$ cat src/tx_macros.svh
// Register map, datapath widths and accumulator step
// for the transmit signal chain
`ifndef TX_MACROS_SVH
`define TX_MACROS_SVH

// Datapath shape
`define TX_CHANNELS 2
`define TX_SRC_CHANNELS (2 * `TX_CHANNELS)
`define TX_PAR_SAMPLES 2
`define TX_SAMPLE_WIDTH 16
`define TX_PHASE_BITS 32
`define TX_LUT_BITS 8
`define TX_SCALE_FRAC 14
`define TX_SCALE_ONE 16'h4000

// Phase advance per cycle, in units of the increment
`define TX_ACC_STEP `TX_PAR_SAMPLES

// APB register map
`define TX_APB_ADDR_WIDTH 8
`define TX_APB_DATA_WIDTH 32
`define TX_REG_STRIDE 4
`define TX_REG_CTRL 8'h00
`define TX_REG_MUX 8'h04
`define TX_REG_DDS_INC 8'h10
`define TX_REG_TRI_INC 8'h20
`define TX_REG_SCALE_OFFSET 8'h30

`endif

$ cat src/tx_pkg.sv
// Sample, parallel vector and configuration types
// shared across the transmit chain
`include "tx_macros.svh"

package tx_pkg;

  // One signed DAC sample
  typedef logic signed [`TX_SAMPLE_WIDTH-1:0] sample_t;

  // Parallel samples of one channel in one cycle
  // index 0 is the earliest in time
  typedef sample_t [`TX_PAR_SAMPLES-1:0] sample_vec_t;

  // Accumulator phase, full turn is 2**TX_PHASE_BITS
  typedef logic [`TX_PHASE_BITS-1:0] phase_t;

  // Source index for the channel mux
  typedef enum logic [1:0] {
    SRC_DDS0 = 2'd0,
    SRC_DDS1 = 2'd1,
    SRC_TRI0 = 2'd2,
    SRC_TRI1 = 2'd3
  } src_sel_t;

  // Prescaler gain in Q2.14
  typedef logic signed [15:0] scale_t;

  // Prescaler offset in sample units
  typedef logic signed [15:0] offset_t;

endpackage
$ cat src/tx_config_if.sv
// Configuration bundle from the APB register block to the datapath
`timescale 1ns/1ps
`include "tx_macros.svh"

interface tx_config_if;

  // Global run state and one-cycle restart strobe
  logic run;
  logic restart;

  // Per-channel generator increments
  tx_pkg::phase_t [`TX_CHANNELS-1:0] dds_inc;
  tx_pkg::phase_t [`TX_CHANNELS-1:0] tri_inc;

  // Source routing per output channel
  tx_pkg::src_sel_t [`TX_CHANNELS-1:0] mux_sel;

  // Prescaler settings per output channel
  tx_pkg::scale_t [`TX_CHANNELS-1:0] scale;
  tx_pkg::offset_t [`TX_CHANNELS-1:0] offset;

  // Register block side
  modport regs (output run, restart, dds_inc, tri_inc, mux_sel, scale, offset);

  // Datapath side
  modport user (input run, restart, dds_inc, tri_inc, mux_sel, scale, offset);

endinterface

$ cat src/realtime_affine.sv
// Two-stage prescaler per channel
// Product, then floor shift, offset and saturation
`timescale 1ns/1ps
`include "tx_macros.svh"

module realtime_affine (
  input  logic                                   dac_clk,
  input  logic                                   reset,
  input  tx_pkg::sample_vec_t [`TX_CHANNELS-1:0] in_data,
  input  logic [`TX_CHANNELS-1:0]                in_valid,
  tx_config_if.user                              cfg,
  output tx_pkg::sample_vec_t [`TX_CHANNELS-1:0] out_data,
  output logic [`TX_CHANNELS-1:0]                out_valid
);

  localparam int PROD_W = 2 * `TX_SAMPLE_WIDTH;
  localparam int S_MAX  = 2 ** (`TX_SAMPLE_WIDTH - 1) - 1;
  localparam int S_MIN  = -(2 ** (`TX_SAMPLE_WIDTH - 1));

  logic signed [PROD_W-1:0]  prod_s1 [`TX_CHANNELS][`TX_PAR_SAMPLES];
  logic [`TX_CHANNELS-1:0]   valid_s1;

  // Clamp to the sample range
  function automatic tx_pkg::sample_t saturate(input logic signed [PROD_W:0] v);
    if (v > S_MAX) begin
      return tx_pkg::sample_t'(S_MAX);
    end
    if (v < S_MIN) begin
      return tx_pkg::sample_t'(S_MIN);
    end
    return v[`TX_SAMPLE_WIDTH-1:0];
  endfunction

  always_ff @(posedge dac_clk) begin
    if (reset) begin
      valid_s1  <= '0;
      out_valid <= '0;
    end else begin
      valid_s1  <= in_valid;
      out_valid <= valid_s1;
    end
  end

  always_ff @(posedge dac_clk) begin
    for (int c = 0; c < `TX_CHANNELS; c++) begin
      for (int j = 0; j < `TX_PAR_SAMPLES; j++) begin
        // Stage 1, full-precision product
        prod_s1[c][j]  <= $signed(in_data[c][j]) * $signed(cfg.scale[c]);
        // Stage 2, arithmetic shift rounds toward minus infinity
        out_data[c][j] <= saturate((prod_s1[c][j] >>> `TX_SCALE_FRAC) + cfg.offset[c]);
      end
    end
  end

  // Valid pipeline depth matches the data path
  a_valid_latency: assert property (@(posedge dac_clk) disable iff (reset)
    out_valid == $past(in_valid, 2));

endmodule

$ cat src/flat_wrapper.sv
// flat-port wrapper written by rule: the top's interface ports become plain ports
module realtime_affine_flat 
  (dac_clk, reset, in_data, in_valid, out_data, out_valid, cfg_run, cfg_restart, cfg_dds_inc, cfg_tri_inc, cfg_mux_sel, cfg_scale, cfg_offset);
  tx_config_if cfg_i ();
  input  logic dac_clk;
  input  logic reset;
  input  tx_pkg::sample_vec_t [`TX_CHANNELS-1:0] in_data;
  input  logic [`TX_CHANNELS-1:0] in_valid;
  output tx_pkg::sample_vec_t [`TX_CHANNELS-1:0] out_data;
  output logic [`TX_CHANNELS-1:0] out_valid;
  input wire logic [$bits(cfg_i.run)-1:0] cfg_run;
  input wire logic [$bits(cfg_i.restart)-1:0] cfg_restart;
  input wire logic [$bits(cfg_i.dds_inc)-1:0] cfg_dds_inc;
  input wire logic [$bits(cfg_i.tri_inc)-1:0] cfg_tri_inc;
  input wire logic [$bits(cfg_i.mux_sel)-1:0] cfg_mux_sel;
  input wire logic [$bits(cfg_i.scale)-1:0] cfg_scale;
  input wire logic [$bits(cfg_i.offset)-1:0] cfg_offset;
  assign cfg_i.run = cfg_run;
  assign cfg_i.restart = cfg_restart;
  assign cfg_i.dds_inc = cfg_dds_inc;
  assign cfg_i.tri_inc = cfg_tri_inc;
  assign cfg_i.mux_sel = cfg_mux_sel;
  assign cfg_i.scale = cfg_scale;
  assign cfg_i.offset = cfg_offset;
  realtime_affine u_core (.dac_clk(dac_clk), .reset(reset), .in_data(in_data), .in_valid(in_valid), .cfg(cfg_i), .out_data(out_data), .out_valid(out_valid));
endmodule
$ cat config.mk
export PLATFORM = sky130hd
export DESIGN_NAME = realtime_affine_flat
export DESIGN_NICKNAME = d
export VERILOG_FILES = /design/src/tx_pkg.sv /design/src/tx_config_if.sv /design/src/realtime_affine.sv /design/src/flat_wrapper.sv
export VERILOG_INCLUDE_DIRS = /design/src
export SDC_FILE = /design/constraint.sdc
export NUM_CORES = 2
export LEC_CHECK = 0
export BUFFER_PORTS_ARGS = -buffer_cell sky130_fd_sc_hd__buf_2
export CORE_ASPECT_RATIO = 1.5
export CORE_MARGIN = 4
export CORE_UTILIZATION = 58
export DETAILED_ROUTE_END_ITERATION = 6
export GPL_ROUTABILITY_DRIVEN = 0
export GPL_TIMING_DRIVEN = 0
export PLACE_DENSITY_LB_ADDON = 0.1
export SETUP_SLACK_MARGIN = 0.4
export SKIP_CTS_REPAIR_TIMING = 1
export SYNTH_ARGS = -nofsm -noshare
export SYNTH_HDL_FRONTEND = slang
export SYNTH_SLANG_ARGS = --single-unit
$ cat constraint.sdc
create_clock -name dac_clk -period 7.2 [get_ports dac_clk]
set_clock_uncertainty 0.05 [all_clocks]
set_input_delay 1.44 -clock dac_clk [delete_from_list [all_inputs] [get_ports dac_clk]]
set_output_delay 1.44 -clock dac_clk [all_outputs]
set_load 0.02 [all_outputs]
==> impl_results.md <==
- Crit-path most repeated cell: fa_1
- EDFF count, synth: 0
- Max Freq: 0.138 GHz
- Worst-margin pin slew: 0.810 ns
- CP Launch Type: primary input
- Final hold violation count: 0
- # rows: 123
- Die area: 80700 µm²
- Drt wl/cell: 20.7 µm
- CTS tree: built
- Iter 0 DRT Violations: 1544
- Worst path top cell family by delay: adder cells
- Skew-Pair Late Insertion Delay: 0.43 ns
- Final setup viols: 1
- Routed Antenna Nets: 0
- R2R Path End: u_core.out_data[43]$_SDFF_PN1_
- Max-Cap Viols: 0
- Cells after Synth: 4784
- Setup crit end: u_core.prod_s1[1][63]$_DFF_P_
- XOR/XNOR Fraction of Synth Area: 3.07%
- Clock transition at path regs: 0.06 ns
- Final worst slack: -0.0568 ns
- Total routed wirelength: 126 mm
- First drt pass iteration count: 6
- Synth cell types: 69
- Largest net degree at the start of global routing: 17
- IO buf count: 197
- Nets: 6778
- I/O Pins: 332
- Total number of vias: 33200
- Mux contribution to synthesized area: 0.0453%
- Critical Path Sink Type: register
- Chip width: 233 µm
- Adder-cell share of the synthesized area: 58.5%
- Initial Utilization: 58.7%
- Drc violations: 0
- CTS buffer count: 17
- Register area share after synthesis: 6.35%
- Bufs and invs on worst path: 7
- Vias per cell: 5.44
- CP Class: primary input to register
- Register Area: 2800 µm²
- Slew margin rel.: 45.5%
- Clock root buffer: clkbuf_16
- Failing checks: negative setup slack
- Synth top area cells: fa_1 48%, ha_1 11%, inv_1 10%
- Share of layout cells above drive strength 1: 13.8%
- Largest family of logic cells by synthesized area: adder cells
- WL met2: 67.7 mm
- Post-Layout Inst Area: 50100 µm²
- H-tree levels: 4
- Max incr delay on CP: 0.54 ns
- Syn Area/Cell: 9.23 µm²
- Min Tclk post-route: 7.26 ns
- Crit-path cells: buf_8 -> buf_8 -> and2_4 -> fa_1 -> inv_2 -> fa_1 -> fa_1 -> inv_2 -> fa_1 -> fa_1 -> inv_1 -> fa_1 -> inv_2 -> ha_4 -> a21o_1 -> a21oi_4 -> o211ai_1 -> a311oi_4 -> a2111oi_4 -> o21a_2 -> o41ai_4 -> buf_6 -> nor2_4 -> a211oi_4
- Largest area contributor in the netlist: fa_1
- Placed cell area: 46800 µm²
- Crit. path cell count: 24
- Mapped Area: 44200 µm²
- Compound-cell area share of the yosys netlist: 6.11%
- P&R area growth vs syn: 13.4%
- CP required: 7.44 ns
- WL met1: 40.1 mm
- Hpwl dp: 107 mm
- Top-area cell type share of the netlist area: 47.5%
- Pre-CTS setup slack: -1.93 ns
- Most frequent cells in the layout: 1162 x inv_1, 1013 x fa_1, 501 x nand2_1
- Gr ovfl total: 0
- All-Layer GR Usage: 31.9%
- Synth Area in Simple Gates: 14.4%
- Vias in the first global route: 37000
- Status: complete, but fails checks
- Critical path's slowest cell: fa_1
- Crit path from: cfg_scale[21]
- Post-synthesis async set-or-reset flop share: 0%
- Most used DFF post-synth: dfxtp_1
- RSZ-0062 raised after global routing: true
- Part of the cycle the worst path needs: 101%
- Fill count: 6238
- Worst hold slack: 0.393 ns
- First-pass GRT wire length: 197 mm
- Area occupied by multi-input gates: 37600 µm²
- Critical Path AT: 7.50 ns
- Worst hold path type: register to register
- CP Max Fanout: 6
- R2R cell count: 12
- Core area: 75300 µm²
- Clk buf depth: 2
- Antenna violations before repair: 11
- Reg-to-reg critical path startpoint: u_core.prod_s1[1][46]$_DFF_P_
- Max Slew Vio Count: 0
- Synth Net Count: 6486
- Met3 Wirelength: 6.11 mm
- Synthesis-stage register bit count: 140
- # clock sinks: 140
- Synth warnings: 0
- FF-to-FF setup slack: 3.25 ns
- Leading cell type in the layout, fill and taps excluded: inv_1
- Die H: 346 µm
- Top sig layer: met5
cell families (layout without fill, tap and decap cells):
family	Yosys count	count (layout)
compound gates	419	419
xor+xnor	155	155
fa+ha+maj	1436	1436
buf+inv	1352	1655
flops	140	140
mux	2	2
other cells	0	6
simple gates	1280	1280
synthesized netlist by cell type, types with 5 or more instances:
master    instances
clkbuf_1        165
inv_1          1181
xor2_1           55
o21ai_1           5
nor2b_1          17
o211ai_1          6
fa_1           1048
and2_1          499
a211oi_1         16
o21bai_1         13
o31ai_1           5
or2_2             6
and3_1           12
a211o_1           7
xnor2_1         100
nor3_1           30
o21ai_0         123
or3_1            10
nand3_1          28
nand4_1           6
a21o_1           52
o21a_1           23
nor2_1          125
ha_1            388
a31oi_1           9
nand2_1         511
and4_1            5
a21oi_1         100
dfxtp_1         140
nand2b_1         26
how the worst min path moves through the flow:
stage                                   from                             end  slack [ns]  depth (start not counted)
2_1_floorplan  u_core.valid_s1[0]$_SDFF_PP0_  u_core.out_valid[0]$_SDFF_PP0_        0.36                          1
5_1_grt        u_core.valid_s1[1]$_SDFF_PP0_  u_core.out_valid[1]$_SDFF_PP0_        0.41                          1
3_3_place_gp   u_core.valid_s1[1]$_SDFF_PP0_  u_core.out_valid[1]$_SDFF_PP0_        0.37                          1
4_1_cts        u_core.valid_s1[1]$_SDFF_PP0_  u_core.out_valid[1]$_SDFF_PP0_        0.40                          1
3_5_place_dp   u_core.valid_s1[0]$_SDFF_PP0_  u_core.out_valid[0]$_SDFF_PP0_        0.37                          1
6_report       u_core.valid_s1[1]$_SDFF_PP0_  u_core.out_valid[1]$_SDFF_PP0_        0.39                          1
layout make-up:
type / count / share of cell area [%]
repair buffers: 273 / 3.73
diodes: 6 / 0.0300
multi-input cells: 3292 / 75.0
flip-flops and latches: 140 / 5.60
inverters: 1181 / 8.87
clock inverters: 11 / 0.292
plain buffers: 171 / 3.08
clock buffers: 19 / 0.884
well taps: 1000 / 2.50
per-layer routing:
layer	vias to the layer above	track usage [%]
met5	-	0
met4	6	22.7
met3	502	3.71
met2	1121	59.4
met1	16800	32.4
li1	14700	-
stage by stage:
stage | TNS [ns] | util [%] | instances
floorplan | 0 | - | 4784
detailed placement | -53.74 | 62.2 | 5981
global route | -0.694 | 66.5 | 6090
finish | -0.0568 | 66.6 | 6093
global placement | -52.06 | 62.2 | 5981
CTS | -24.30 | 63.0 | 6011
flip-flops by register name (all words and copies together) (netlist names):
name,cells
u_core.prod_s1,72
u_core.out_data,64
u_core.out_valid,2
u_core.valid_s1,2
worst reg2reg max path, cell delays in order, from the launching register on:
cell,delay [ns]
dfxtp_1,0.31
ha_1,0.20
fa_1,0.42
a211oi_1,0.43
o21a_1,0.24
o31ai_1,0.15
a41oi_1,0.35
o21ai_1,0.16
a21oi_1,0.19
xnor2_1,0.14
o31ai_1,0.69
clkbuf_1,0.32
o21ai_0,0.17
Power is not shown: default switching activity piles up to over one toggle a cycle in this logic, so the estimate is an artifact.
