File: config.mk
export PLATFORM = sky130hd
export DESIGN_NAME = tx_config_regs_flat
export DESIGN_NICKNAME = d
export VERILOG_FILES = /design/src/tx_pkg.sv /design/src/tx_config_if.sv /design/src/tx_config_regs.sv /design/src/flat_wrapper.sv
export VERILOG_INCLUDE_DIRS = /design/src
export SDC_FILE = /design/constraint.sdc
export NUM_CORES = 1
export LEC_CHECK = 0
export BUFFER_PORTS_ARGS = -buffer_cell sky130_fd_sc_hd__buf_4
export CAP_MARGIN = 20
export CORE_MARGIN = 1.5
export CORE_UTILIZATION = 45
export CTS_CLUSTER_SIZE = 40
export DETAILED_ROUTE_END_ITERATION = 12
export PLACE_DENSITY = 0.82
export SKIP_LAST_GASP = 1
export SLEW_MARGIN = 10
export SYNTH_ARGS = -nofsm -noshare
export SYNTH_HDL_FRONTEND = slang
export SYNTH_SLANG_ARGS = --single-unit
File: constraint.sdc
create_clock -name dac_clk -period 2.3 [get_ports dac_clk]
set_clock_uncertainty 0.1 [all_clocks]
set_input_delay 0.115 -clock dac_clk [delete_from_list [all_inputs] [get_ports dac_clk]]
set_output_delay 0.115 -clock dac_clk [all_outputs]
set_load 0.02 [all_outputs]
File: src/tx_macros.svh
// Register map, datapath widths and accumulator step
// for the transmit signal chain
`ifndef TX_MACROS_SVH
`define TX_MACROS_SVH

// Datapath shape
`define TX_CHANNELS 2
`define TX_SRC_CHANNELS (2 * `TX_CHANNELS)
`define TX_PAR_SAMPLES 2
`define TX_SAMPLE_WIDTH 16
`define TX_PHASE_BITS 32
`define TX_LUT_BITS 8
`define TX_SCALE_FRAC 14
`define TX_SCALE_ONE 16'h4000

// Phase advance per cycle, in units of the increment
`define TX_ACC_STEP `TX_PAR_SAMPLES

// APB register map
`define TX_APB_ADDR_WIDTH 8
`define TX_APB_DATA_WIDTH 32
`define TX_REG_STRIDE 4
`define TX_REG_CTRL 8'h00
`define TX_REG_MUX 8'h04
`define TX_REG_DDS_INC 8'h10
`define TX_REG_TRI_INC 8'h20
`define TX_REG_SCALE_OFFSET 8'h30

`endif

File: src/tx_pkg.sv
// Sample, parallel vector and configuration types
// shared across the transmit chain
`include "tx_macros.svh"

package tx_pkg;

  // One signed DAC sample
  typedef logic signed [`TX_SAMPLE_WIDTH-1:0] sample_t;

  // Parallel samples of one channel in one cycle
  // index 0 is the earliest in time
  typedef sample_t [`TX_PAR_SAMPLES-1:0] sample_vec_t;

  // Accumulator phase, full turn is 2**TX_PHASE_BITS
  typedef logic [`TX_PHASE_BITS-1:0] phase_t;

  // Source index for the channel mux
  typedef enum logic [1:0] {
    SRC_DDS0 = 2'd0,
    SRC_DDS1 = 2'd1,
    SRC_TRI0 = 2'd2,
    SRC_TRI1 = 2'd3
  } src_sel_t;

  // Prescaler gain in Q2.14
  typedef logic signed [15:0] scale_t;

  // Prescaler offset in sample units
  typedef logic signed [15:0] offset_t;

endpackage
File: src/tx_config_if.sv
// Configuration bundle from the APB register block to the datapath
`timescale 1ns/1ps
`include "tx_macros.svh"

interface tx_config_if;

  // Global run state and one-cycle restart strobe
  logic run;
  logic restart;

  // Per-channel generator increments
  tx_pkg::phase_t [`TX_CHANNELS-1:0] dds_inc;
  tx_pkg::phase_t [`TX_CHANNELS-1:0] tri_inc;

  // Source routing per output channel
  tx_pkg::src_sel_t [`TX_CHANNELS-1:0] mux_sel;

  // Prescaler settings per output channel
  tx_pkg::scale_t [`TX_CHANNELS-1:0] scale;
  tx_pkg::offset_t [`TX_CHANNELS-1:0] offset;

  // Register block side
  modport regs (output run, restart, dds_inc, tri_inc, mux_sel, scale, offset);

  // Datapath side
  modport user (input run, restart, dds_inc, tri_inc, mux_sel, scale, offset);

endinterface

File: src/tx_config_regs.sv
// APB slave with the transmit chain register map
// Drives run, restart, routing, increments and prescaler settings
`timescale 1ns/1ps
`include "tx_macros.svh"

module tx_config_regs (
  input  logic                            dac_clk,
  input  logic                            reset,
  input  logic [`TX_APB_ADDR_WIDTH-1:0]   paddr,
  input  logic                            psel,
  input  logic                            penable,
  input  logic                            pwrite,
  input  logic [`TX_APB_DATA_WIDTH-1:0]   pwdata,
  output logic [`TX_APB_DATA_WIDTH-1:0]   prdata,
  output logic                            pready,
  output logic                            pslverr,
  tx_config_if.regs                       cfg
);

  //////////////////////////////
  // Address decode
  //////////////////////////////

  logic                          wr_en;
  logic                          setup;
  logic                          hit;
  logic [`TX_APB_DATA_WIDTH-1:0] rd_data;

  // Write lands on the access phase edge
  assign wr_en = psel && penable && pwrite;
  assign setup = psel && !penable;

  // No wait states
  assign pready = 1'b1;

  // Per-channel register address
  function automatic logic [`TX_APB_ADDR_WIDTH-1:0] ch_addr(
    input logic [`TX_APB_ADDR_WIDTH-1:0] base,
    input int                            ch
  );
    return base + `TX_APB_ADDR_WIDTH'(`TX_REG_STRIDE * ch);
  endfunction

  always_comb begin
    hit     = 1'b0;
    rd_data = '0;
    if (paddr == `TX_REG_CTRL) begin
      hit        = 1'b1;
      rd_data[0] = cfg.run;
    end
    if (paddr == `TX_REG_MUX) begin
      hit = 1'b1;
      for (int c = 0; c < `TX_CHANNELS; c++) begin
        rd_data[2*c +: 2] = cfg.mux_sel[c];
      end
    end
    for (int c = 0; c < `TX_CHANNELS; c++) begin
      if (paddr == ch_addr(`TX_REG_DDS_INC, c)) begin
        hit     = 1'b1;
        rd_data = cfg.dds_inc[c];
      end
      if (paddr == ch_addr(`TX_REG_TRI_INC, c)) begin
        hit     = 1'b1;
        rd_data = cfg.tri_inc[c];
      end
      // Scale in the upper half
      if (paddr == ch_addr(`TX_REG_SCALE_OFFSET, c)) begin
        hit     = 1'b1;
        rd_data = {cfg.scale[c], cfg.offset[c]};
      end
    end
  end

  //////////////////////////////
  // Register storage
  //////////////////////////////

  always_ff @(posedge dac_clk) begin
    if (reset) begin
      cfg.run     <= 1'b0;
      cfg.restart <= 1'b0;
      cfg.dds_inc <= '0;
      cfg.tri_inc <= '0;
      cfg.offset  <= '0;
      prdata      <= '0;
      pslverr     <= 1'b0;
      for (int c = 0; c < `TX_CHANNELS; c++) begin
        // Identity routing, unit gain
        cfg.mux_sel[c] <= tx_pkg::src_sel_t'(c);
        cfg.scale[c]   <= `TX_SCALE_ONE;
      end
    end else begin
      cfg.restart <= 1'b0;
      // Read data and error are sampled in setup, held through access
      prdata      <= setup ? rd_data : '0;
      pslverr     <= setup && !hit;
      if (wr_en) begin
        if (paddr == `TX_REG_CTRL) begin
          cfg.run     <= pwdata[0];
          cfg.restart <= 1'b1;
        end
        for (int c = 0; c < `TX_CHANNELS; c++) begin
          if (paddr == `TX_REG_MUX) begin
            cfg.mux_sel[c] <= tx_pkg::src_sel_t'(pwdata[2*c +: 2]);
          end
          if (paddr == ch_addr(`TX_REG_DDS_INC, c)) begin
            cfg.dds_inc[c] <= pwdata;
          end
          if (paddr == ch_addr(`TX_REG_TRI_INC, c)) begin
            cfg.tri_inc[c] <= pwdata;
          end
          if (paddr == ch_addr(`TX_REG_SCALE_OFFSET, c)) begin
            cfg.scale[c]  <= pwdata[31:16];
            cfg.offset[c] <= pwdata[15:0];
          end
        end
      end
    end
  end

  // APB access phase only follows a selected setup
  a_penable_psel: assert property (@(posedge dac_clk) disable iff (reset)
    penable |-> psel && $past(psel));

endmodule

File: src/flat_wrapper.sv
// flat-port wrapper written by rule: the top's interface ports become plain ports
module tx_config_regs_flat 
  (dac_clk, reset, paddr, psel, penable, pwrite, pwdata, prdata, pready, pslverr, cfg_run, cfg_restart, cfg_dds_inc, cfg_tri_inc, cfg_mux_sel, cfg_scale, cfg_offset);
  tx_config_if cfg_i ();
  input  logic dac_clk;
  input  logic reset;
  input  logic [`TX_APB_ADDR_WIDTH-1:0] paddr;
  input  logic psel;
  input  logic penable;
  input  logic pwrite;
  input  logic [`TX_APB_DATA_WIDTH-1:0] pwdata;
  output logic [`TX_APB_DATA_WIDTH-1:0] prdata;
  output logic pready;
  output logic pslverr;
  output wire logic [$bits(cfg_i.run)-1:0] cfg_run;
  output wire logic [$bits(cfg_i.restart)-1:0] cfg_restart;
  output wire logic [$bits(cfg_i.dds_inc)-1:0] cfg_dds_inc;
  output wire logic [$bits(cfg_i.tri_inc)-1:0] cfg_tri_inc;
  output wire logic [$bits(cfg_i.mux_sel)-1:0] cfg_mux_sel;
  output wire logic [$bits(cfg_i.scale)-1:0] cfg_scale;
  output wire logic [$bits(cfg_i.offset)-1:0] cfg_offset;
  assign cfg_run = cfg_i.run;
  assign cfg_restart = cfg_i.restart;
  assign cfg_dds_inc = cfg_i.dds_inc;
  assign cfg_tri_inc = cfg_i.tri_inc;
  assign cfg_mux_sel = cfg_i.mux_sel;
  assign cfg_scale = cfg_i.scale;
  assign cfg_offset = cfg_i.offset;
  tx_config_regs u_core (.dac_clk(dac_clk), .reset(reset), .paddr(paddr), .psel(psel), .penable(penable), .pwrite(pwrite), .pwdata(pwdata), .prdata(prdata), .pready(pready), .pslverr(pslverr), .cfg(cfg_i));
endmodule
==> impl_metrics.ini <==
[global_route]
grt_pass1_vias = 9640
grt_antenna_before_repair = 0
overflow = 0
grt_max_degree = 99
track_usage_pct = 30.7
grt_pass1_wl_mm = 52.5

[sta]
post-route-period-util_pct = 93.0
postLayoutSetupSlackWorst_ps = 160
maxSlewViolCount = 0
slew_headroom_pct = 55.2
tightest_slew_ps = 672
fin_crit_ps = 2140
setup_viol = 0
hold-worst-slack_ps = 107
final.setup.tns_ps = 0
rsz0062_at_grt = no
hold_violations = 0
fmax_ghz = 0.467

[cts]
clock_sinks = 231
cts_max_level = 1
root_buffer = clkbuf_16
cts_tree = yes
clk_pin_slew_ps = 60
cts_buffers = 24
clockBufferDepth = 3
worst_skew_pair.late_latency_ps = 510

[placed_design]
post-place-cells = 1691
gp_congestion = 0.873
dpl_cell_area_um2 = 11600
hpwl_mm = 22.3
pre_cts_ws_ps = 216
io_buffers = 275

[power_and_ir_drop]
total_power_mw = 8.95
vdd.ir_drop.worst_mv = 0.495
p_sw_share_pct = 20.9
p_int_mw = 7.08
powerDensity_nw_per_um2 = 692
combinationalPowerShare_pct = 4.7
p_switching_mw = 1.87
leakage_nw = 4.98
clockPowerShare_pct = 50.5
seqPwrFrac_pct = 44.7

[synth]
synth_flop_cell = dfxtp_1
avgSynthCellArea_um2 = 7.68
synth_nets = 1248
yosysSeqAreaShare_pct = 50.1
async_reset_ff_share_pct = 0
synth_cell_type_count = 41
synthesis.area_um2 = 9240
synth_edf_count = 0
ys_warn_count = 0
ys_ff_latch = 231
synthesis.instances = 1203

[setup_path]
cp_cell_sequence = dlygate4sd3_1 > buf_4 > nand3_1 > or4_4 > nand2_1 > nand3b_1 > dlygate4sd3_1
critical_path.max_stage_delay_ps = 660
cp.arrival_ps = 2440
crit_path_frequent_cell = dlygate4sd3_1
path_max_fanout = 5
slowest_stage = or4_4
cp-start-kind = input pin
required_ps = 2600
cp-end-kind = register
r2r_slack_ps = 910
crit_type = in -> reg

[finish]
fin_nets = 1534
drive_gt1_share_pct = 25.2
final_cells = 1777
finalInstanceArea_um2 = 12900
utilization_pct = 64.1
area_growth_pct = 40.1
multi_input_area_um2 = 4170
seq_area_um2 = 4620
fill_cells = 1701

[floorplan]
ioPinCount = 277
die_area_um2 = 21400
die_x_um = 146
initial_core_util_pct = 45.8
dieHeight_um = 146
rows = 52
core_um2 = 20200

[routing]
dr.pass1.iters = 5
wl_per_cell_um = 19.5
dr.first_iter.drc_count = 920
avgViaCountPerCell = 5.73
vias = 10200
drc_errors = 0
ant_nets = 0
wl_mm = 34.6

[run]
maxCapViolations = 0

[min_path]
min_path_type = in -> reg

[status]
status = complete, no violations
[state kept, by name (all words and copies together), names as in the netlist]
name	count
u_core.pslverr	1
u_core.cfg.scale	32
u_core.cfg.mux_sel	4
u_core.cfg.run	1
u_core.prdata	32
u_core.cfg.restart	1
u_core.cfg.offset	32
u_core.cfg.dds_inc	64
u_core.cfg.tri_inc	64
[power by group through the flow]
| stage | sequential [mW] | clock [mW] | combinational, mW |
|---|---|---|---|
| floorplan | 4.10 | 0 | 0.177 |
| global placement | 4.09 | 0 | 0.351 |
| detailed placement | 4.09 | 0 | 0.357 |
| CTS | 4.00 | 4.56 | 0.410 |
| global route | 4.00 | 4.74 | 0.449 |
| finish | 4.00 | 4.52 | 0.424 |
[per-layer routing]
layer / track usage (%) / wire, um
met3: 8.06 / 3850
met1: 37.5 / 12800
met2: 50.0 / 16300
met4: 15.3 / 1670
met5: 0 / 0
[logic make-up after synthesis]
family / count (synthesis) / synth area share, %
AND/OR/NAND/NOR: 504 / 23.4
AO/OA/AOI/OAI: 353 / 20.3
flip-flops: 231 / 50.1
buffers and inverters: 104 / 5.05
multiplexers: 10 / 1.08
other: 1 / 0.0406
[path summary, 6_finish.rpt]
check,start,endpoint,cells past startpoint
max reg2reg,u_core.cfg.dds_inc[34]$_SDFFE_PP0P_,u_core.prdata[2]$_SDFF_PP0_,4
max,penable,u_core.cfg.scale[14]$_SDFFE_PP1P_,7
min,paddr[1],u_core.prdata[0]$_SDFF_PP0_,5
min reg2reg,u_core.cfg.offset[24]$_SDFFE_PP0P_,u_core.cfg.offset[24]$_SDFFE_PP0P_,2
[layout by cell type (no fill, tap or decap), types with 2 or more instances in the layout]
| cell | count |
|---|---|
| o21ai_1 | 10 |
| buf_12 | 4 |
| nand3_1 | 2 |
| nand3b_1 | 3 |
| nand2_1 | 385 |
| bufinv_16 | 7 |
| mux2i_1 | 10 |
| nand2b_1 | 5 |
| clkbuf_16 | 25 |
| and3_1 | 2 |
| clkinv_2 | 2 |
| a21oi_1 | 280 |
| buf_4 | 317 |
| nor2_1 | 40 |
| inv_1 | 2 |
| dfxtp_1 | 231 |
| nor4_1 | 28 |
| and3_2 | 2 |
| o2bb2ai_1 | 3 |
| nor3b_1 | 4 |
| nor3_1 | 8 |
| o22ai_1 | 2 |
| clkbuf_1 | 3 |
| dlygate4sd3_1 | 39 |
| or3b_2 | 3 |
| clkbuf_8 | 5 |
| nor4_4 | 2 |
| nand4_1 | 7 |
| a22oi_1 | 29 |
| a2111oi_0 | 2 |
| and4_2 | 3 |
| o21ai_0 | 20 |
| o21a_1 | 2 |
| a31oi_1 | 3 |
[synth_stat cells, drive strengths merged, types with 3 or more instances]
library cell  count  area [um^2]
and4              3         26.3
buf              34          204
mux2i            10          100
nand4             7         43.8
nand2b            5         31.3
nor3              9         56.3
and3              4         25.0
nor4             30          218
nand3b            3         22.5
o21ai            30          150
a22oi            29          218
nand2           385         1450
nor2             40          150
nand3             3         15.0
dfxtp           231         4620
a21oi           280         1400
or3b              4         35.0
a31oi             3         18.8
o2bb2ai           3         26.3
nor3b             5         37.5
clkbuf           68          255
[final cells by class]
cell class	instances	share of cell area, %
multi-input combinational	869	32.2
antenna	1	0.0193
timing repair buffer	361	22.1
clock inverter	10	1.76
sequential	231	35.7
inverter	2	0.0580
clock buffer	33	5.45
tap	270	2.61
[critical path, delay by kind of cell]
family / cells / cell delay (ps)
buffers and inverters: 3 / 1250
AND/OR/NAND/NOR: 4 / 1070
[what timing repair did]
action,in CTS,in global routing
endpoints found under the hold margin,203,0
setup endpoints to repair,0,1
hold buffers,39,0
resized for setup,0,0
setup buffers,0,2
(Power assumes the default switching activity.)
