### src/tx_macros.svh
// Register map, datapath widths and accumulator step
// for the transmit signal chain
`ifndef TX_MACROS_SVH
`define TX_MACROS_SVH

// Datapath shape
`define TX_CHANNELS 2
`define TX_SRC_CHANNELS (2 * `TX_CHANNELS)
`define TX_PAR_SAMPLES 2
`define TX_SAMPLE_WIDTH 16
`define TX_PHASE_BITS 32
`define TX_LUT_BITS 8
`define TX_SCALE_FRAC 14
`define TX_SCALE_ONE 16'h4000

// Phase advance per cycle, in units of the increment
`define TX_ACC_STEP `TX_PAR_SAMPLES

// APB register map
`define TX_APB_ADDR_WIDTH 8
`define TX_APB_DATA_WIDTH 32
`define TX_REG_STRIDE 4
`define TX_REG_CTRL 8'h00
`define TX_REG_MUX 8'h04
`define TX_REG_DDS_INC 8'h10
`define TX_REG_TRI_INC 8'h20
`define TX_REG_SCALE_OFFSET 8'h30

`endif

### src/tx_pkg.sv
// Sample, parallel vector and configuration types
// shared across the transmit chain
`include "tx_macros.svh"

package tx_pkg;

  // One signed DAC sample
  typedef logic signed [`TX_SAMPLE_WIDTH-1:0] sample_t;

  // Parallel samples of one channel in one cycle
  // index 0 is the earliest in time
  typedef sample_t [`TX_PAR_SAMPLES-1:0] sample_vec_t;

  // Accumulator phase, full turn is 2**TX_PHASE_BITS
  typedef logic [`TX_PHASE_BITS-1:0] phase_t;

  // Source index for the channel mux
  typedef enum logic [1:0] {
    SRC_DDS0 = 2'd0,
    SRC_DDS1 = 2'd1,
    SRC_TRI0 = 2'd2,
    SRC_TRI1 = 2'd3
  } src_sel_t;

  // Prescaler gain in Q2.14
  typedef logic signed [15:0] scale_t;

  // Prescaler offset in sample units
  typedef logic signed [15:0] offset_t;

endpackage
### src/tx_config_if.sv
// Configuration bundle from the APB register block to the datapath
`timescale 1ns/1ps
`include "tx_macros.svh"

interface tx_config_if;

  // Global run state and one-cycle restart strobe
  logic run;
  logic restart;

  // Per-channel generator increments
  tx_pkg::phase_t [`TX_CHANNELS-1:0] dds_inc;
  tx_pkg::phase_t [`TX_CHANNELS-1:0] tri_inc;

  // Source routing per output channel
  tx_pkg::src_sel_t [`TX_CHANNELS-1:0] mux_sel;

  // Prescaler settings per output channel
  tx_pkg::scale_t [`TX_CHANNELS-1:0] scale;
  tx_pkg::offset_t [`TX_CHANNELS-1:0] offset;

  // Register block side
  modport regs (output run, restart, dds_inc, tri_inc, mux_sel, scale, offset);

  // Datapath side
  modport user (input run, restart, dds_inc, tri_inc, mux_sel, scale, offset);

endinterface

### src/realtime_channel_mux.sv
// Registered source selector
// Any of the four generator channels onto each output channel
`timescale 1ns/1ps
`include "tx_macros.svh"

module realtime_channel_mux (
  input  logic                                       dac_clk,
  input  logic                                       reset,
  input  tx_pkg::sample_vec_t [`TX_SRC_CHANNELS-1:0] src_data,
  input  logic [`TX_SRC_CHANNELS-1:0]                src_valid,
  tx_config_if.user                                  cfg,
  output tx_pkg::sample_vec_t [`TX_CHANNELS-1:0]     data,
  output logic [`TX_CHANNELS-1:0]                    valid
);

  // Valid follows the selected source and idles in reset
  always_ff @(posedge dac_clk) begin
    if (reset) begin
      valid <= '0;
    end else begin
      for (int c = 0; c < `TX_CHANNELS; c++) begin
        valid[c] <= src_valid[cfg.mux_sel[c]];
      end
    end
  end

  // Sample payload
  always_ff @(posedge dac_clk) begin
    for (int c = 0; c < `TX_CHANNELS; c++) begin
      data[c] <= src_data[cfg.mux_sel[c]];
    end
  end

  // Routing must be a known value once the register block is out of reset
  a_mux_sel_known: assert property (@(posedge dac_clk) disable iff (reset)
    !$isunknown(cfg.mux_sel));

endmodule

### src/flat_wrapper.sv
// flat-port wrapper written by rule: the top's interface ports become plain ports
module realtime_channel_mux_flat 
  (dac_clk, reset, src_data, src_valid, data, valid, cfg_run, cfg_restart, cfg_dds_inc, cfg_tri_inc, cfg_mux_sel, cfg_scale, cfg_offset);
  tx_config_if cfg_i ();
  input  logic dac_clk;
  input  logic reset;
  input  tx_pkg::sample_vec_t [`TX_SRC_CHANNELS-1:0] src_data;
  input  logic [`TX_SRC_CHANNELS-1:0] src_valid;
  output tx_pkg::sample_vec_t [`TX_CHANNELS-1:0] data;
  output logic [`TX_CHANNELS-1:0] valid;
  input wire logic [$bits(cfg_i.run)-1:0] cfg_run;
  input wire logic [$bits(cfg_i.restart)-1:0] cfg_restart;
  input wire logic [$bits(cfg_i.dds_inc)-1:0] cfg_dds_inc;
  input wire logic [$bits(cfg_i.tri_inc)-1:0] cfg_tri_inc;
  input wire logic [$bits(cfg_i.mux_sel)-1:0] cfg_mux_sel;
  input wire logic [$bits(cfg_i.scale)-1:0] cfg_scale;
  input wire logic [$bits(cfg_i.offset)-1:0] cfg_offset;
  assign cfg_i.run = cfg_run;
  assign cfg_i.restart = cfg_restart;
  assign cfg_i.dds_inc = cfg_dds_inc;
  assign cfg_i.tri_inc = cfg_tri_inc;
  assign cfg_i.mux_sel = cfg_mux_sel;
  assign cfg_i.scale = cfg_scale;
  assign cfg_i.offset = cfg_offset;
  realtime_channel_mux u_core (.dac_clk(dac_clk), .reset(reset), .src_data(src_data), .src_valid(src_valid), .cfg(cfg_i), .data(data), .valid(valid));
endmodule
### config.mk
export PLATFORM = sky130hd
export DESIGN_NAME = realtime_channel_mux_flat
export DESIGN_NICKNAME = d
export VERILOG_FILES = /design/src/tx_pkg.sv /design/src/tx_config_if.sv /design/src/realtime_channel_mux.sv /design/src/flat_wrapper.sv
export VERILOG_INCLUDE_DIRS = /design/src
export SDC_FILE = /design/constraint.sdc
export NUM_CORES = 1
export LEC_CHECK = 0
export BUFFER_PORTS_ARGS = -buffer_cell sky130_fd_sc_hd__buf_4
export CAP_MARGIN = 10
export CORE_AREA = 2 2 155 157
export CTS_CLUSTER_SIZE = 12
export DETAILED_ROUTE_END_ITERATION = 16
export DIE_AREA = 0 0 157 159
export PLACE_DENSITY = 0.46
export REMOVE_ABC_BUFFERS = 1
export SLEW_MARGIN = 25
export SYNTH_ARGS = -nofsm -noshare
export SYNTH_HDL_FRONTEND = slang
export SYNTH_SLANG_ARGS = --single-unit
export TNS_END_PERCENT = 100
### constraint.sdc
create_clock -name dac_clk -period 1.37 [get_ports dac_clk]
set_clock_uncertainty 0.15 [all_clocks]
set_input_delay 0.137 -clock dac_clk [delete_from_list [all_inputs] [get_ports dac_clk]]
set_output_delay 0.137 -clock dac_clk [all_outputs]
set_load 0.01 [all_outputs]
==> impl_metrics.ini, run 1 <==
[timing]
post-route-min-period_ns = 1.28
hold_viol_final = 0
fin_hold_ws_ns = 0.0984
worstMarginPinSlew_ns = 0.267
max_freq_ghz = 0.784
min_period_over_period_pct = 93.1
drv_slew = 0
max-slew-margin-rel_pct = 82.2
rsz0062_at_grt = false
setup_violations = 0

[drt]
wl_per_cell_um = 14.7
drc = 0
drt_first_pass_iters = 4
ant_nets = 0
via_per_inst = 3.60
drt_iter0_drc = 77
wl_um = 12100
vias = 2950

[die]
dieArea_mm2 = 0.0250
die_h_um = 159
core.rowCount = 56
die-width_um = 157
initial_utilization_pct = 13.0
ios = 398
coreArea_mm2 = 0.0232

[clocking]
cts_tree = done
clkSinkCount = 66
cts_buffer_depth = 2
htree_levels = 3
cts_hold_buffers = 129
clock-root-buffer = clkbuf_16
numCtsBuffers = 9
cts_resized = 0
path_clk_slew_ns = 0.06
post_cts_buffers = 0

[critical_path]
start_kind = primary input
crit_arrival_ns = 1.33
critPathKind = in2reg
critical_path.max_fanout = 2
endpoint_kind = register
required_ns = 1.42

[synth]
synth_compound_area_share_pct = 0
synthMuxAreaShare_pct = 49.8
synthSimpleGateAreaFrac_pct = 0.415
ys_seq_area_share_pct = 43.8
ys_types = 8
postSynthCellCount = 150
ys_warn_count = 0
synth-seq-cells = 66
synth_top_family_by_area = multiplexers
synth_area_mm2 = 0.00302
synth.avg_cell_area_um2 = 20.1
synthXorXnorAreaFrac_pct = 0
synth_fa_ha_area_share_pct = 0

[pwr]
pwr-share-clk_pct = 41.5
comb_power_share_pct = 25.1
p_leak_uw = 0.00280
total_power_uw = 6550
powerDensity_mw_per_mm2 = 988
worst_ir_drop_vdd_mv = 0.319
sequentialPowerShare_pct = 33.4
swShare_pct = 23.7
switchingPower_uw = 1550
p_int_uw = 4990

[finish]
final_cell_mix = buf_4, dlygate4sd3_1, dfxtp_1
syn_to_final_growth_pct = 120
final_common_cell = buf_4
nNetsFinal = 827
instances_no_fill = 820
design_area_mm2 = 0.00663
nFillCells = 2305
drive_gt1_share_pct = 59.8
post-route-util_pct = 28.6

[min_path]
hold_class = in2reg
min_from = src_valid[2]
hold_depth = 3
hold_end = u_core.valid[0]

[place]
dp_hpwl_um = 8900
post-place-cells = 674
io_buffer_count = 203
gp_congestion = 0.743
placed_area_mm2 = 0.00499

[global_route]
grt_usage_pct = 9.77
grt_first_pass_wirelength_um = 18500
antenna_found_initial = 1
grt_max_degree = 15
grt_pass1_vias = 3491
grt_overflow = 0

[status]
outcome = finished, final reports clean

[job]
timing.max_cap.violations = 0
==> critical path, cell delays in order <==
cell	delay, ns
dlygate4sd3_1	0.55
buf_4	0.14
mux4_1	0.49
==> stage by stage <==
step | setup WS [ns] | setup TNS, ns
CTS | 0.117 | 0
floorplan | 0.387 | 0
global placement | -0.00842 | -0.0203
global route | 0.0989 | 0
finish | 0.0948 | 0
detailed placement | -0.0214 | -0.0592
==> cell usage after synthesis <==
cell type	n	share of area, %
dfxtp_1	66	44
mux4_2	62	46
buf_12	6	4.0
buf_2	6	1.0
mux4_1	4	3.5
buf_6	2	0.75
clkbuf_1	2	0.25
nor2b_1	2	0.41
==> kinds of logic (layout without fill, tap and decap cells) <==
kind of cell,after synthesis,after routing
flops,66,66
simple gates,2,2
other cells,0,1
buf+inv,16,366
mux,66,66
==> cell type report <==
type                       count  area, um2  area share, %
timing repair buffer         350       3050           46.0
antenna                        1       2.50         0.0378
clock buffer                   9        225           3.40
tap                          319        399           6.02
sequential                    66       1320           19.9
clock inverter                 7        116           1.76
multi-input combinational     68       1510           22.8
==> worst max-delay path by stage <==
stage / slack (ns) / depth (start not counted) / from / endpoint
6_report: 0.09 / 3 / src_data[62] / u_core.data[30]
5_1_grt: 0.1 / 3 / src_data[86] / u_core.data[22]
4_1_cts: 0.12 / 3 / src_data[86] / u_core.data[22]
3_5_place_dp: -0.02 / 3 / cfg_mux_sel[0] / u_core.data[30]
3_3_place_gp: -0.008 / 3 / cfg_mux_sel[0] / u_core.data[14]
2_1_floorplan: 0.39 / 2 / cfg_mux_sel[0] / u_core.valid[0]
==> state kept, by name, summed over array words and instances (netlist names) <==
register / count
u_core.valid: 2
u_core.data: 64
==> power by group through the flow <==
stage / logic (uW) / clock network, uW / registers, uW
2_1_floorplan: 337 / 0 / 2330
3_3_place_gp: 1340 / 0 / 2230
3_5_place_dp: 1350 / 0 / 2230
4_1_cts: 1660 / 2810 / 2190
5_1_grt: 1760 / 2880 / 2210
6_report: 1640 / 2720 / 2190
==> per-layer routing <==
layer | GRT usage (%) | part of all wire [%] | vias up
li1 | - | - | 1333
met1 | 10.7 | 41 | 1436
met2 | 16.6 | 47 | 172
met3 | 4.74 | 11 | 9
met4 | 2.96 | 1.1 | 0
met5 | 0 | 0 | -
No activity file was read; power rests on OpenSTA's default activity.
==> run 2: changes to the inputs <==
ABC_AREA = 1   (was default)
CORE_AREA = 2 2 153 155   (was 2 2 155 157)
DIE_AREA = 0 0 155 157   (was 0 0 157 159)
PLACE_DENSITY = 0.49   (was 0.46)
==> impl_metrics.ini, run 2 <==
[finish]
instances_no_fill = 1095
final_common_cell = buf_4
num_antenna_cells = 0
top_register = u_core.data
nNetsFinal = 1138
post-route-util_pct = 29.9
final_cell_mix = buf_4, nand2_1, dlygate4sd3_1
syn_to_final_growth_pct = 90.6
drive_gt1_share_pct = 29.3
largest_reg_flops = 64
reg_top3 = u_core.data x64, u_core.valid x2

[die]
dieArea_mm2 = 0.0243
core.rowCount = 55
initial_utilization_pct = 15.7
die-width_um = 155
ios = 398
die_h_um = 157
coreArea_mm2 = 0.0225

[drt]
drt_iter0_drc = 138
drt_first_pass_iters = 5
wl_per_cell_um = 13.2
vias = 4427
wl_um = 14500
drc = 0
ant_nets = 0
via_per_inst = 4.04

[global_route]
grt_usage_pct = 11.3
use_met1_pct = 14.1
grt_overflow = 0
grt_pass1_vias = 4361
grtUsageMet2_pct = 17.7
grt_first_pass_wirelength_um = 21600
grt_max_degree = 57
use_met3_pct = 4.41
antenna_found_initial = 0
gr-max-usage-layer = met2

[critical_path]
endpoint_kind = register
critical_path.max_fanout = 2
required_ns = 1.50
critPathKind = in2reg
start_kind = primary input
cp-startpoint = reset
crit_arrival_ns = 1.45

[clocking]
cts_tree = done
cts_buffer_depth = 2
numCtsBuffers = 9
clkSinkCount = 66
path_clk_slew_ns = 0.06
htree_levels = 3
clock-root-buffer = clkbuf_16

[timing]
max_freq_ghz = 0.760
post-route-min-period_ns = 1.32
worstMarginPinSlew_ns = 0.388
setup_violations = 0
min_period_over_period_pct = 96.1
rsz0062_at_grt = false
max-slew-margin-rel_pct = 74.0
drv_slew = 0
setup_tns_ns = 0
fin_hold_ws_ns = -0.00748
hold_viol_final = 1

[synth]
ys_types = 15
synth.avg_cell_area_um2 = 6.87
ys.flop_type = dfxtp_1
postSynthCellCount = 514
synthArstFlopShare_pct = 0
synth_edf_count = 0
ys_seq_area_share_pct = 37.4
yosysMostFrequentCell = nand2_1
synth_top_area_share_pct = 37.4
yosys.area.top_type = dfxtp_1
synth_common_cells = nand2_1, inv_1, a21oi_1, dfxtp_1, o211ai_1
synth-seq-cells = 66
synth_area_leaders = dfxtp_1, nand2_1, o211ai_1
synth_area_mm2 = 0.00353
ys_warn_count = 0

[place]
gp_congestion = 0.741
io_buffer_count = 203
post-place-cells = 973
dp_hpwl_um = 9830

[min_path]
min_from = src_data[60]
hold_class = in2reg

[status]
violations = negative hold slack
outcome = complete, but fails checks

[pwr]
powerDensity_mw_per_mm2 = 932
p_leak_uw = 0.00328
total_power_uw = 6280
worst_ir_drop_vdd_mv = 0.458

[job]
timing.max_cap.violations = 0
-- run 2: changes by cell type after synthesis, sizes merged, moves of 5 or more --
cell and change:
a21oi +66, buf +21, clkbuf +5, inv +72
mux4 -66, nand2 +136, o211ai +64, o21ai +64
-- run 2: logic make-up after synthesis --
logic type,after synthesis,share of synthesized area (%)
and+or+nand+nor,140,15.1
buffers and inverters,114,15.5
DFF,66,37.4
AOI/OAI and AO/OA,194,32.0
-- run 2: final cells by class --
type                            count  area, um2
Timing Repair Buffer              323       2810
Tap cell                          285        357
Clock buffer                       13        270
Clock inverter                      2       35.0
Fill cell                        2425      15800
Inverter                           72        278
Sequential cell                    66       1320
Multi-Input combinational cell    334       1660
-- run 2: power breakdown --
part	internal, uW	switching [uW]	total, uW
Combinational	924	747	1670
Clock	1550	885	2430
Sequential	2120	59.7	2180
Total	4590	1690	6280
-- run 2: per-stage QoR --
| stage | setup WS [ns] | cell area, um2 |
|---|---|---|
| 2_1_floorplan | -0.329 | 3260 |
| 3_3_place_gp | 0.142 | 5330 |
| 3_5_place_dp | 0.128 | 5330 |
| 4_1_cts | 0.0726 | 6680 |
| 5_1_grt | 0.0438 | 6740 |
| 6_report | 0.0536 | 6740 |
-- run 2: critical path, cell delays in order --
cell and delay (ns):
dlygate4sd3_1 0.54, buf_4 0.13, a21oi_1 0.09, dlygate4sd3_1 0.54
-- run 2: layer usage --
metal  part of all wire (%)  up-vias
met1                     46     1927
met3                    9.2       13
met5                      0        -
li1                       -     2295
met2                     43      192
met4                    1.4        0
-- run 2: worst paths after layout --
check / to / slack [ns] / cells past startpoint
min: u_core.data[28] / -0.007 / 3
max: u_core.valid[0] / 0.05 / 4
-- run 2: what timing repair did --
action | CTS | global route
endpoints found under the setup margin | 0 | 1
hold endpoints to repair | 66 | 0
resized for setup | 0 | 2
hold buffers | 105 | 0
setup buffers | 0 | 0
